$ cat src/common/idct_config.svh
// *************************************************************************
// widths, approximate-mode cut widths, product scaling and MAC depth
// for the 8x8 two-pass block transform
// *************************************************************************
`ifndef IDCT_CONFIG_SVH
`define IDCT_CONFIG_SVH

// sample and accumulator width
`define IDCT_DATA_W      32
// multiplier operand width
`define IDCT_OPND_W      24
// low product bits dropped after the multiply
`define IDCT_PROD_SHIFT  16
// column pass takes intermediate bits 31:8
`define IDCT_P2_SRC_LSB  8

// cleared operand LSBs in approximate mode, per pass
`define IDCT_P1_CUT_A    0
`define IDCT_P1_CUT_B    4
`define IDCT_P2_CUT_A    4
`define IDCT_P2_CUT_B    4

`define IDCT_MAC_DEPTH   2
`define IDCT_BLOCK_N     8

`endif

$ cat src/common/idct_pkg.sv
// *************************************************************************
// shared types of the block transform: samples, operands, phases
// and the element index word
// *************************************************************************
`include "idct_config.svh"

package idctPkg;

   typedef logic signed [`IDCT_DATA_W-1:0] sampleT;
   typedef logic signed [`IDCT_OPND_W-1:0] operandT;

   typedef enum logic [2:0] {
      Idle,
      Load,
      RowPass,
      RowFlush,
      ColPass,
      ColFlush,
      Finish,
      Stream
   } phaseT;

   // outer = output column, row = output row, term = summation index
   typedef struct packed {
      logic [2:0] outer;
      logic [2:0] row;
      logic [2:0] term;
   } elemFieldsT;

   // one counter word, seen either as a plain count or as its fields
   typedef union packed {
      logic [8:0] lin;
      elemFieldsT f;
   } elemIdxU;

endpackage

$ cat src/design/idctSequencer.sv
// *************************************************************************
// phase FSM and element counter; generates the reading level and the
// done pulse
// *************************************************************************
`timescale 1ns/1ps
`include "idct_config.svh"

module idctSequencer (
   input  logic             clk,
   input  logic             racc,
   input  logic             start,
   output idctPkg::phaseT   phase,
   output idctPkg::elemIdxU elemIdx,
   output logic             reading,
   output logic             done
);
   import idctPkg::*;

   localparam int FlushW = $clog2(`IDCT_MAC_DEPTH) + 1;
   // 64 elements for load and stream
   localparam int LastElem = `IDCT_BLOCK_N * `IDCT_BLOCK_N - 1;
   // 512 terms per pass
   localparam int LastTerm = `IDCT_BLOCK_N * `IDCT_BLOCK_N * `IDCT_BLOCK_N - 1;

   logic [FlushW-1:0] flushCnt;
   logic passPhase;
   logic counting;
   logic idxEnd;
   logic flushEnd;

   assign passPhase = (phase == RowPass) || (phase == ColPass);
   assign counting  = passPhase || (phase == Load) || (phase == Finish) ||
                      (phase == Stream);
   assign idxEnd    = passPhase ? (elemIdx.lin == 9'(LastTerm))
                                : (elemIdx.lin == 9'(LastElem));
   assign flushEnd  = flushCnt == FlushW'(`IDCT_MAC_DEPTH - 1);

   always_ff @(posedge clk or posedge racc)
   begin
      if (racc)
      begin
         phase    <= Idle;
         elemIdx  <= '0;
         flushCnt <= '0;
      end
      else
      begin
         // the counter wraps to 0, so every phase starts at element 0
         if (counting)
            elemIdx.lin <= idxEnd ? 9'd0 : elemIdx.lin + 9'd1;

         case (phase)
            Idle:
            begin
               if (start)
                  phase <= Load;
            end
            Load:
            begin
               if (idxEnd)
                  phase <= RowPass;
            end
            RowPass:
            begin
               if (idxEnd)
                  phase <= RowFlush;
            end
            ColPass:
            begin
               if (idxEnd)
                  phase <= ColFlush;
            end
            // let the last products drain out of the MAC
            RowFlush, ColFlush:
            begin
               if (flushEnd)
               begin
                  flushCnt <= '0;
                  phase    <= (phase == RowFlush) ? ColPass : Finish;
               end
               else
                  flushCnt <= flushCnt + 1'b1;
            end
            // element 0 leaves on the edge after done
            Finish:
            begin
               phase <= Stream;
            end
            Stream:
            begin
               if (idxEnd)
                  phase <= Idle;
            end
            default:
            begin
               phase <= Idle;
            end
         endcase
      end
   end

   assign reading = phase == Load;
   assign done    = phase == Finish;

endmodule

$ cat config.mk
export PLATFORM = sky130hd
export DESIGN_NAME = idctSequencer
export DESIGN_NICKNAME = d
export VERILOG_FILES = /design/src/common/idct_pkg.sv /design/src/design/idctSequencer.sv
export VERILOG_INCLUDE_DIRS = /design/src /design/src/common
export SDC_FILE = /design/constraint.sdc
export NUM_CORES = 1
export LEC_CHECK = 0
export ABC_CLOCK_PERIOD_IN_PS = 6000
export BUFFER_PORTS_ARGS = -buffer_cell sky130_fd_sc_hd__buf_2
export CAP_MARGIN = 20
export CORE_UTILIZATION = 57
export DETAILED_ROUTE_END_ITERATION = 8
export PLACE_DENSITY = 0.82
export SYNTH_ARGS = -nofsm -noshare
export SYNTH_HDL_FRONTEND = slang
export SYNTH_SLANG_ARGS = --single-unit
export TNS_END_PERCENT = 50
$ cat constraint.sdc
create_clock -name clk -period 6 [get_ports clk]
set_clock_uncertainty 0.15 [all_clocks]
set_input_delay 0.3 -clock clk [delete_from_list [all_inputs] [get_ports clk]]
set_output_delay 0.3 -clock clk [all_outputs]
set_load 0.02 [all_outputs]
==> flow_metrics.tcl <==
set metrics [dict create \
    critPathCaptureType "flip-flop" \
    grtUsageMet2_pct 32.0 \
    layout.nets 118 \
    setup_tns_ns 0 \
    dp_hpwl_um 1270 \
    worstSetupPathType "flip-flop to flip-flop" \
    ir_worst_vdd_uv 150 \
    fp.dieArea_um2 1690 \
    cpMostUsedCell "mux2i_2" \
    cp_max_fo 7 \
    grt_usage_pct 22.9 \
    drt_wl_total_um 1760 \
    p_total_w 0.000169 \
    async_reset_ff_share_pct 100 \
    fmax_mhz 438 \
    start_util_pct 63.9 \
    crit_chain "inv_1, ha_1, mux2i_2, mux2i_2, o211ai_2, o211ai_1, mux2_4" \
    ys_top_cells_by_area "dfrtp_1, ha_1, xnor2_1" \
    top_usage_layer "met1" \
    synth_enable_flop_cells 0 \
    syn_area_um2 873 \
    worst_pin_slew_ns 0.555 \
    final_layout_size_suffix_gt1_share_pct 25.7 \
    required_ns 6.03 \
    h-tree-depth 1 \
    finalSetupViolCount 0 \
    met1_usage_pct 32.4 \
    finalHoldViolations 0 \
    routedWlPerCell_um 14.2 \
    drv_slew 0 \
    grt_max_degree 15 \
    synthCells 89 \
    synth-main-ff-cell "dfrtp_1" \
    powerDensity_nw_per_um2 166 \
    period_minus_slack_ns 2.28 \
    ys_seq_area_share_pct 40.1 \
    crit_family "multiplexers" \
    synth_common_cells "dfrtp_1, nand2_1, xnor2_1" \
    fp.dieH_um 41.1 \
    ys_types 34 \
    syn_avg_cell_area_um2 9.81 \
    place.gp.congestion 0.826 \
    synth_area_leader_cell "dfrtp_1" \
    min_path_cells 3 \
    drtPass1Iterations 4 \
    via_per_inst 5.89 \
    path_clk_slew_ns 0.08 \
    rsz0062_at_grt "false" \
    cp.depth 7 \
    fin_util_pct 74.2 \
    synth_seq_cells 14 \
    gr-total-overflow 0 \
    syn2layout_area_growth_pct 16.0 \
    syn_nets 97 \
    post_cts_buffers 0 \
    cts_root_buf "clkbuf_4" \
    ff2ff_path_depth 7 \
    hold_ws_ns 0.208 \
    outcome "completed" \
    max_stage_delay_ns 0.43 \
    num_rows 13 \
    cts_resized 0 \
    port_buffers 16 \
    worst_path_max_delay_cell "dfrtp_1" \
    grt_use_met3_pct 4.89 \
    drv_cap 0 \
    finalNonFillerCells 124 \
    period_share_pct 38.1 \
    grt_pass1_vias 527 \
    coreArea_um2 1370 \
    cp-start-kind "flip-flop" \
    cts_buffer_depth 2 \
    cts_sinks 14 \
    slew_headroom_pct 63.0 \
    yosysWarnings 0 \
    ant_nets 0 \
    critPathBufInv 1 \
    antenna_found_initial 0 \
    post-route-drc-count 0 \
    yosysTopAreaCellShare_pct 40.1 \
    io_pins 17 \
    cts_buffers 3 \
    fp.dieW_um 41.1 \
    power_leakage_nw 0.461 \
    drt_iter0_drc 25 \
    insertion_delay_ns 0.30 \
    yosysMostFrequentCell "dfrtp_1" \
    num_vias 730 \
    diodes 0 \
    grt_pass1_wl_um 2390 \
    worstPathArrival_ns 2.32 \
    place_inst 119 \
    min_path_type "input pin to flip-flop" \
    cts_tree "built" \
]
path summary, 6_finish.rpt:
kind	startpoint	to	slack [ns]
hold / removal	start	phase[0]	0.21
setup / recovery	phase[0]	phase[1]	3.72
hold reg to reg	flushCnt[0]	flushCnt[1]	0.31
min in group asynchronous	racc	elemIdx[0]	0.43
max in group asynchronous	racc	flushCnt[1]	4.90
setup reg to reg	phase[0]	phase[1]	3.72
routing by layer:
metal | part of all wire [%] | up-vias
li1 | - | 355
met1 | 50 | 345
met2 | 43 | 25
met3 | 4.8 | 5
met4 | 2.3 | 0
met5 | 0 | -
tightest hold or removal path, stage by stage:
cell      delay (ns)
buf_2           0.10
nand4b_1        0.07
and3b_1         0.14
layout make-up:
cell class,instances,area (um2)
clock buffers,4,36.3
fillers,100,353
inverters,6,22.5
multi-input cells,68,495
flip-flops and latches,14,350
well taps,15,18.8
repair buffers,17,90.1
cell usage in the layout, fill, tap and decap left out, types with 2 or more instances in the layout:
cell type	count
nor3_1	4
a31oi_1	2
nand3_1	4
clkbuf_4	3
and3_1	2
nand2b_1	2
ha_1	5
o21ai_0	2
nor2b_1	2
o211ai_1	2
nand2_1	10
nor2_1	5
nand4_1	2
xnor2_1	7
mux2i_2	2
dfrtp_1	14
buf_2	16
inv_1	6
metrics by stage:
stage | setup WS, ns | instance area, um2
finish | 3.72 | 1010
global route | 3.64 | 1010
CTS | 3.75 | 1010
detailed placement | 3.78 | 967
global placement | 3.84 | 967
floorplan | 3.76 | 873
what timing repair did:
| action | 4_1_cts | 5_1_grt |
|---|---|---|
| endpoints found under the hold margin | 14 | 0 |
| hold buffers | 1 | 0 |
| endpoints found under the setup margin | 0 | 0 |
power by group:
part	total [W]	switching, W	internal [W]
combinational	0.00000310	0.00000210	0.00000101
sequential	0.0000943	0	0.0000943
clock	0.0000712	0.0000341	0.0000371
sequential cells by signal, indices dropped and copies added (netlist names):
| register | count |
|---|---|
| elemIdx | 9 |
| phase | 3 |
| flushCnt | 2 |
kinds of logic after synthesis:
kind of cell / share of synthesized area [%]
AND/OR/NAND/NOR: 23.4
AO/OA/AOI/OAI: 13.0
flip-flops: 40.1
XOR/XNOR: 7.02
buffers and inverters: 3.15
adder cells (fa/ha/maj): 7.16
multiplexers: 6.16
Note: power is estimated with default switching activity, not from simulation.
