==> src/common/idct_config.svh <==
// *************************************************************************
// widths, approximate-mode cut widths, product scaling and MAC depth
// for the 8x8 two-pass block transform
// *************************************************************************
`ifndef IDCT_CONFIG_SVH
`define IDCT_CONFIG_SVH

// sample and accumulator width
`define IDCT_DATA_W      32
// multiplier operand width
`define IDCT_OPND_W      24
// low product bits dropped after the multiply
`define IDCT_PROD_SHIFT  16
// column pass takes intermediate bits 31:8
`define IDCT_P2_SRC_LSB  8

// cleared operand LSBs in approximate mode, per pass
`define IDCT_P1_CUT_A    0
`define IDCT_P1_CUT_B    4
`define IDCT_P2_CUT_A    4
`define IDCT_P2_CUT_B    4

`define IDCT_MAC_DEPTH   2
`define IDCT_BLOCK_N     8

`endif

==> src/common/idct_pkg.sv <==
// *************************************************************************
// shared types of the block transform: samples, operands, phases
// and the element index word
// *************************************************************************
`include "idct_config.svh"

package idctPkg;

   typedef logic signed [`IDCT_DATA_W-1:0] sampleT;
   typedef logic signed [`IDCT_OPND_W-1:0] operandT;

   typedef enum logic [2:0] {
      Idle,
      Load,
      RowPass,
      RowFlush,
      ColPass,
      ColFlush,
      Finish,
      Stream
   } phaseT;

   // outer = output column, row = output row, term = summation index
   typedef struct packed {
      logic [2:0] outer;
      logic [2:0] row;
      logic [2:0] term;
   } elemFieldsT;

   // one counter word, seen either as a plain count or as its fields
   typedef union packed {
      logic [8:0] lin;
      elemFieldsT f;
   } elemIdxU;

endpackage

==> src/common/idct_mac_if.sv <==
// *************************************************************************
// operand and result bus between the block store and the shared MAC
// *************************************************************************
`timescale 1ns/1ps

interface idctMacIf;
   import idctPkg::*;

   // store to MAC
   logic issue;
   operandT opA;
   operandT opB;
   logic colPass;
   logic lastTerm;
   // {row, outer} of the element being summed
   logic [5:0] dstIdx;

   // MAC to store
   logic resultValid;
   sampleT result;
   logic [5:0] resultIdx;
   logic resultCol;

   modport store (output issue, opA, opB, colPass, lastTerm, dstIdx,
                  input resultValid, result, resultIdx, resultCol);
   modport mac (input issue, opA, opB, colPass, lastTerm, dstIdx,
                output resultValid, result, resultIdx, resultCol);
endinterface

==> src/mac/idctMac.sv <==
// *************************************************************************
// shared pipelined multiply-accumulate: scaled product register,
// accumulator and the sideband that follows the data
// *************************************************************************
`timescale 1ns/1ps
`include "idct_config.svh"

module idctMac (
   input logic     clk,
   input logic     racc,
   idctMacIf.mac   mac
);
   import idctPkg::*;

   logic signed [2*`IDCT_OPND_W-1:0] fullProd;
   sampleT prodQ, acc;
   logic prodValid, prodLast, prodCol;
   logic [5:0] prodIdx, accIdx;
   logic accValid, accCol, fresh;

   // 24x24 signed, product bits 47:16 kept
   assign fullProd = mac.opA * mac.opB;

   always_ff @(posedge clk or posedge racc)
   begin
      if (racc)
      begin
         prodValid <= 1'b0;
         prodLast  <= 1'b0;
         accValid  <= 1'b0;
         fresh     <= 1'b1;
      end
      else
      begin
         prodValid <= mac.issue;
         prodLast  <= mac.lastTerm;
         accValid  <= prodValid && prodLast;
         // the term after a last term starts a new sum
         if (prodValid)
            fresh <= prodLast;
      end
   end

   always_ff @(posedge clk)
   begin
      prodQ   <= sampleT'(fullProd >>> `IDCT_PROD_SHIFT);
      prodIdx <= mac.dstIdx;
      prodCol <= mac.colPass;
      if (prodValid)
      begin
         acc    <= (fresh ? '0 : acc) + prodQ;
         accIdx <= prodIdx;
         accCol <= prodCol;
      end
   end

   assign mac.resultValid = accValid;
   assign mac.result      = acc;
   assign mac.resultIdx   = accIdx;
   assign mac.resultCol   = accCol;

endmodule

==> src/flat_wrapper.sv <==
// flat-port wrapper written by rule: the top's interface ports become plain ports
module idctMac_flat import idctPkg::*;
  (clk, racc, mac_issue, mac_opA, mac_opB, mac_colPass, mac_lastTerm, mac_dstIdx, mac_resultValid, mac_result, mac_resultIdx, mac_resultCol);
  idctMacIf mac_i ();
  input logic clk;
  input logic racc;
  input wire logic [$bits(mac_i.issue)-1:0] mac_issue;
  input wire logic [$bits(mac_i.opA)-1:0] mac_opA;
  input wire logic [$bits(mac_i.opB)-1:0] mac_opB;
  input wire logic [$bits(mac_i.colPass)-1:0] mac_colPass;
  input wire logic [$bits(mac_i.lastTerm)-1:0] mac_lastTerm;
  input wire logic [$bits(mac_i.dstIdx)-1:0] mac_dstIdx;
  output wire logic [$bits(mac_i.resultValid)-1:0] mac_resultValid;
  output wire logic [$bits(mac_i.result)-1:0] mac_result;
  output wire logic [$bits(mac_i.resultIdx)-1:0] mac_resultIdx;
  output wire logic [$bits(mac_i.resultCol)-1:0] mac_resultCol;
  assign mac_i.issue = mac_issue;
  assign mac_i.opA = mac_opA;
  assign mac_i.opB = mac_opB;
  assign mac_i.colPass = mac_colPass;
  assign mac_i.lastTerm = mac_lastTerm;
  assign mac_i.dstIdx = mac_dstIdx;
  assign mac_resultValid = mac_i.resultValid;
  assign mac_result = mac_i.result;
  assign mac_resultIdx = mac_i.resultIdx;
  assign mac_resultCol = mac_i.resultCol;
  idctMac u_core (.clk(clk), .racc(racc), .mac(mac_i));
endmodule
==> config.mk <==
export PLATFORM = sky130hd
export DESIGN_NAME = idctMac_flat
export DESIGN_NICKNAME = d
export VERILOG_FILES = /design/src/common/idct_pkg.sv /design/src/common/idct_mac_if.sv /design/src/mac/idctMac.sv /design/src/flat_wrapper.sv
export VERILOG_INCLUDE_DIRS = /design/src /design/src/common
export SDC_FILE = /design/constraint.sdc
export NUM_CORES = 2
export LEC_CHECK = 0
export ABC_AREA = 1
export ABC_CLOCK_PERIOD_IN_PS = 3000
export BUFFER_PORTS_ARGS = -buffer_cell sky130_fd_sc_hd__buf_4
export CORE_UTILIZATION = 43
export CTS_CLUSTER_DIAMETER = 60
export DETAILED_ROUTE_END_ITERATION = 8
export PLACE_DENSITY_LB_ADDON = 0.12
export REMOVE_ABC_BUFFERS = 1
export SYNTH_ARGS = -nofsm -noshare
export SYNTH_HDL_FRONTEND = slang
export SYNTH_SLANG_ARGS = --single-unit
export TNS_END_PERCENT = 100
==> constraint.sdc <==
create_clock -name clk -period 3 [get_ports clk]
set_input_delay 0.3 -clock clk [delete_from_list [all_inputs] [get_ports clk]]
set_output_delay 0.3 -clock clk [all_outputs]
set_load 0.02 [all_outputs]
==> metrics list <==
- Setup skew after layout: approximately 0.012 ns
- Pre-Repair DR Iteration Count: 5
* Final WL: 81000 um
- Top cell by count, worst path: sky130_fd_sc_hd__fa_1
- Slew at the pin closest to its max-slew limit: ~0.60 ns
* Die width: 251 um
- Setup violations remaining at the end of the flow were counted as 32.
* Number of register bits inferred by synthesis: 82
- Area growth from synthesis to final layout: 28.7%
* Via count of the first global-routing pass: ~24000
- Crit Path Max Fanout: 5
* Die ar.: approximately 0.063 sq mm
- Buffers from clock root to sink, at most: 2
- Reported max-cap violation count: 0
- The worst setup path is captured at a register.
- Number of flops mapped to enable cells by yosys: 39
* Number of warning messages in the yosys log: 0
* Violations in the final reports: negative setup slack
- The number of antenna diodes in the final layout is 0.
- Accumulated negative setup slack: -79.63 ns
- In the final layout, flip-flops and latches occupy roughly 0.0021 sq mm.
- Most instantiated flip-flop cell in the synthesis netlist: sky130_fd_sc_hd__edfxtp_1
* Finished Layout Cells: roughly 4600
- Based on the critical path, the design can be clocked at up to ~180 MHz.
- Setup repair after global routing missed its margin: true
* Post-Syn Instances: ~3400
- For this run, asynchronously set or reset flops after synthesis account for ~4.9%.
- In the synthesized netlist, the cells that appear most often are 1062 x sky130_fd_sc_hd__inv_1, 875 x sky130_fd_sc_hd__nand2_1, 607 x sky130_fd_sc_hd__fa_1.
- Dividing the detail-routed wire length by the instance count gives about 18 um.
- The number of slew-limit violations in the final report came to 0.
- Fraction of final layout cells sized beyond drive strength 1: between 20% and 30%
- Entering global routing, the biggest net connects 42 pins.
* Floorplan row count: 90
* Placer's final routability congestion estimate: between 0.9 and 1
- Cell at the slowest stage of the critical path: sky130_fd_sc_hd__fa_1
- Total cell area at the placement stage: between 0.03 and 0.04 sq mm
- Dividing the final minimum period by the clock period gives 189%.
- # clock sinks: 82
* DRC violation count after routing: 0
- The largest single stage delay on the critical path is 0.55 ns.
- Total global-route track usage: about 27%
- Headroom to the max-slew limit came out at 59.5%.
- In this run the clock root is driven by a sky130_fd_sc_hd__clkbuf_16.
- A synthesized cell averages between 7 and 8 sq um.
- Global-route wire length before repair: 131000 um
- Portion of synthesized cell area occupied by the leading cell type: around 46%
* Library cell with the largest summed area after synthesis: sky130_fd_sc_hd__fa_1
- Count of buffers inserted at the top-level ports: 98
- In this run the vertical extent of the chip is ~250 um.
- The initial antenna violation count is 0.
- Total congestion overflow: 0
- Once detail routing completed, the nets flagged for antenna violations numbered 0.
- Maximum level of the CTS H-tree: 3
- Yosys instantiated no cell more often than sky130_fd_sc_hd__inv_1.
- Worst path arrival time: 5.96 ns
- The finished cells cover 0.0342 sq mm.
* Filler Cell Count: between 5000 and 6000
- Along the worst hold path, the cell count comes to 1.
- For this block, the via count after detailed routing is about 22000.
- STA classifies the critical path startpoint as a primary input.
- Post-synthesis cell type count: 33
* Worst-skew pair later-pin latency: approximately 0.35 ns
- Cell types with the largest area share after synthesis: sky130_fd_sc_hd__fa_1 46%, sky130_fd_sc_hd__inv_1 15%, sky130_fd_sc_hd__nand2_1 12%
- Number of ports placed on the die boundary: 99
- Number of CTS-inserted buffers: 9
- The hold violation count in the final report was 0.
* Register-to-Register Path Depth: 9
- CTS tree: yes
* Placed insts: around 4500
- Start-to-end type of the worst setup path: primary input to register
* Iter 0 DRT Violations: 1234
- At the worst endpoint, the required time is around 3.3 ns.
- Summing the sequential cell areas from Yosys gives 7.73% of the chip area.
- The multi-input combinational cells in the finished layout cover a total of between 0.02 and 0.025 sq mm.
- The net count of the finished layout is between 4000 and 5000.
* Clock edge transition at the registers on the reported setup and hold paths: about 0.080 ns
- Fin worst setup slack: -2.67 ns
- Worst min-delay path category: primary input to register
- HPWL reported at the end of detailed placement: 71400 um
- Area of the core region: around 0.061 sq mm
* Worst hold slack after final layout: 0.0469 ns
- Crit path time final: 5.67 ns
* Via-per-instance ratio: between 4 and 5
- Initial Util: a little over two fifths
* Run status: finished, violations left
- The synthesized netlist occupies a cell area of ~0.027 sq mm.
-- stage by stage --
| step | util (%) | setup slack (ns) |
|---|---|---|
| global route | 56.3 | -2.86 |
| floorplan | - | -3.09 |
| detailed placement | 50.4 | -3.59 |
| CTS | 54.2 | -2.68 |
| finish | 56.3 | -2.67 |
| global placement | 50.4 | -3.58 |
-- layout by cell type, fill, tap and decap left out, types with 23 or more instances in the layout --
cell                       instances
sky130_fd_sc_hd__a21oi_1          41
sky130_fd_sc_hd__a21oi_2          23
sky130_fd_sc_hd__buf_12           48
sky130_fd_sc_hd__buf_4           344
sky130_fd_sc_hd__buf_6            58
sky130_fd_sc_hd__buf_8            26
sky130_fd_sc_hd__dfxtp_1          39
sky130_fd_sc_hd__edfxtp_1         39
sky130_fd_sc_hd__fa_1            570
sky130_fd_sc_hd__fa_2             37
sky130_fd_sc_hd__ha_1            125
sky130_fd_sc_hd__ha_4             35
sky130_fd_sc_hd__inv_1           972
sky130_fd_sc_hd__inv_2            88
sky130_fd_sc_hd__nand2_1         775
sky130_fd_sc_hd__nand2_2          66
sky130_fd_sc_hd__nand2_4          38
sky130_fd_sc_hd__nand3_1          43
sky130_fd_sc_hd__nor2_1          125
sky130_fd_sc_hd__nor2_2           31
sky130_fd_sc_hd__nor2_4           40
sky130_fd_sc_hd__xor2_1           32
-- flip-flops by register name, summed over array words and instances, names as in the netlist --
signal / flops
u_core.fresh: 1
u_core.mac.result: 32
u_core.mac.resultCol: 1
u_core.mac.resultIdx: 6
u_core.mac.resultValid: 1
u_core.prodCol: 1
u_core.prodIdx: 6
u_core.prodLast: 1
u_core.prodQ: 32
u_core.prodValid: 1
-- cell type report --
| class | count | share of cell area (%) |
|---|---|---|
| clock buffers | 9 | 0.659 |
| multi-input cells | 2163 | 64.9 |
| inverters | 1062 | 11.7 |
| repair buffers | 480 | 13.7 |
| clock inverters | 7 | 0.172 |
| flip-flops and latches | 82 | 6.01 |
| well taps | 782 | 2.86 |
-- path summary, 6_finish.rpt --
check	start	end	slack [ns]
hold / removal	mac_dstIdx[3]	u_core.prodIdx[3]$_DFF_P_	0.05
min in group asynchronous	racc	u_core.prodValid$_DFF_PP0_	0.39
setup reg to reg	u_core.fresh$_DFFE_PP1P_	u_core.mac.result[22]$_DFFE_PP_	0.16
hold reg to reg	u_core.prodIdx[2]$_DFF_P_	u_core.mac.resultIdx[2]$_DFFE_PP_	0.41
setup / recovery	mac_opA[10]	u_core.prodQ[13]$_DFF_P_	-2.67
max in group asynchronous	racc	u_core.fresh$_DFFE_PP1P_	2.39
-- critical path, delay by kind of cell --
family / cells / cell delay, ns
and+or+nand+nor: 7 / 0.60
adders and majority gates: 8 / 3.94
buffers and inverters: 11 / 0.90
xor gates and xnor gates: 1 / 0.21
-- metal layers --
| layer | share of wire [%] | track usage (%) | up-vias |
|---|---|---|---|
| met1 | 44 | 35.9 | 11000 |
| met3 | 4.4 | 2.88 | 108 |
| met5 | 0 | 0 | - |
| met2 | 49 | 46.5 | 480 |
| li1 | - | - | 10400 |
| met4 | 2.8 | 6.57 | 0 |
-- cells by family after synthesis --
logic type      after synthesis  synth area share [%]
buf+inv                    1161                  16.4
flops                        82                  7.73
simple gates               1178                  17.3
xor+xnor                     51                  1.68
fa+ha+maj                   768                  53.3
compound gates              166                  3.50
-- what timing repair did --
item / 4_1_cts / 5_1_grt
buffers inserted: 35 / 25
resized for setup: 441 / 319
endpoints found under the setup margin: 32 / 35
hold buffers: 1 / 0
pin swaps: 165 / 173
endpoints found under the hold margin: 3 / 0
gates cloned: 1 / 1
Power is left out: the tool's default activity adds up to more than one toggle a clock period on the data nets, which glitch-free logic cannot reach.
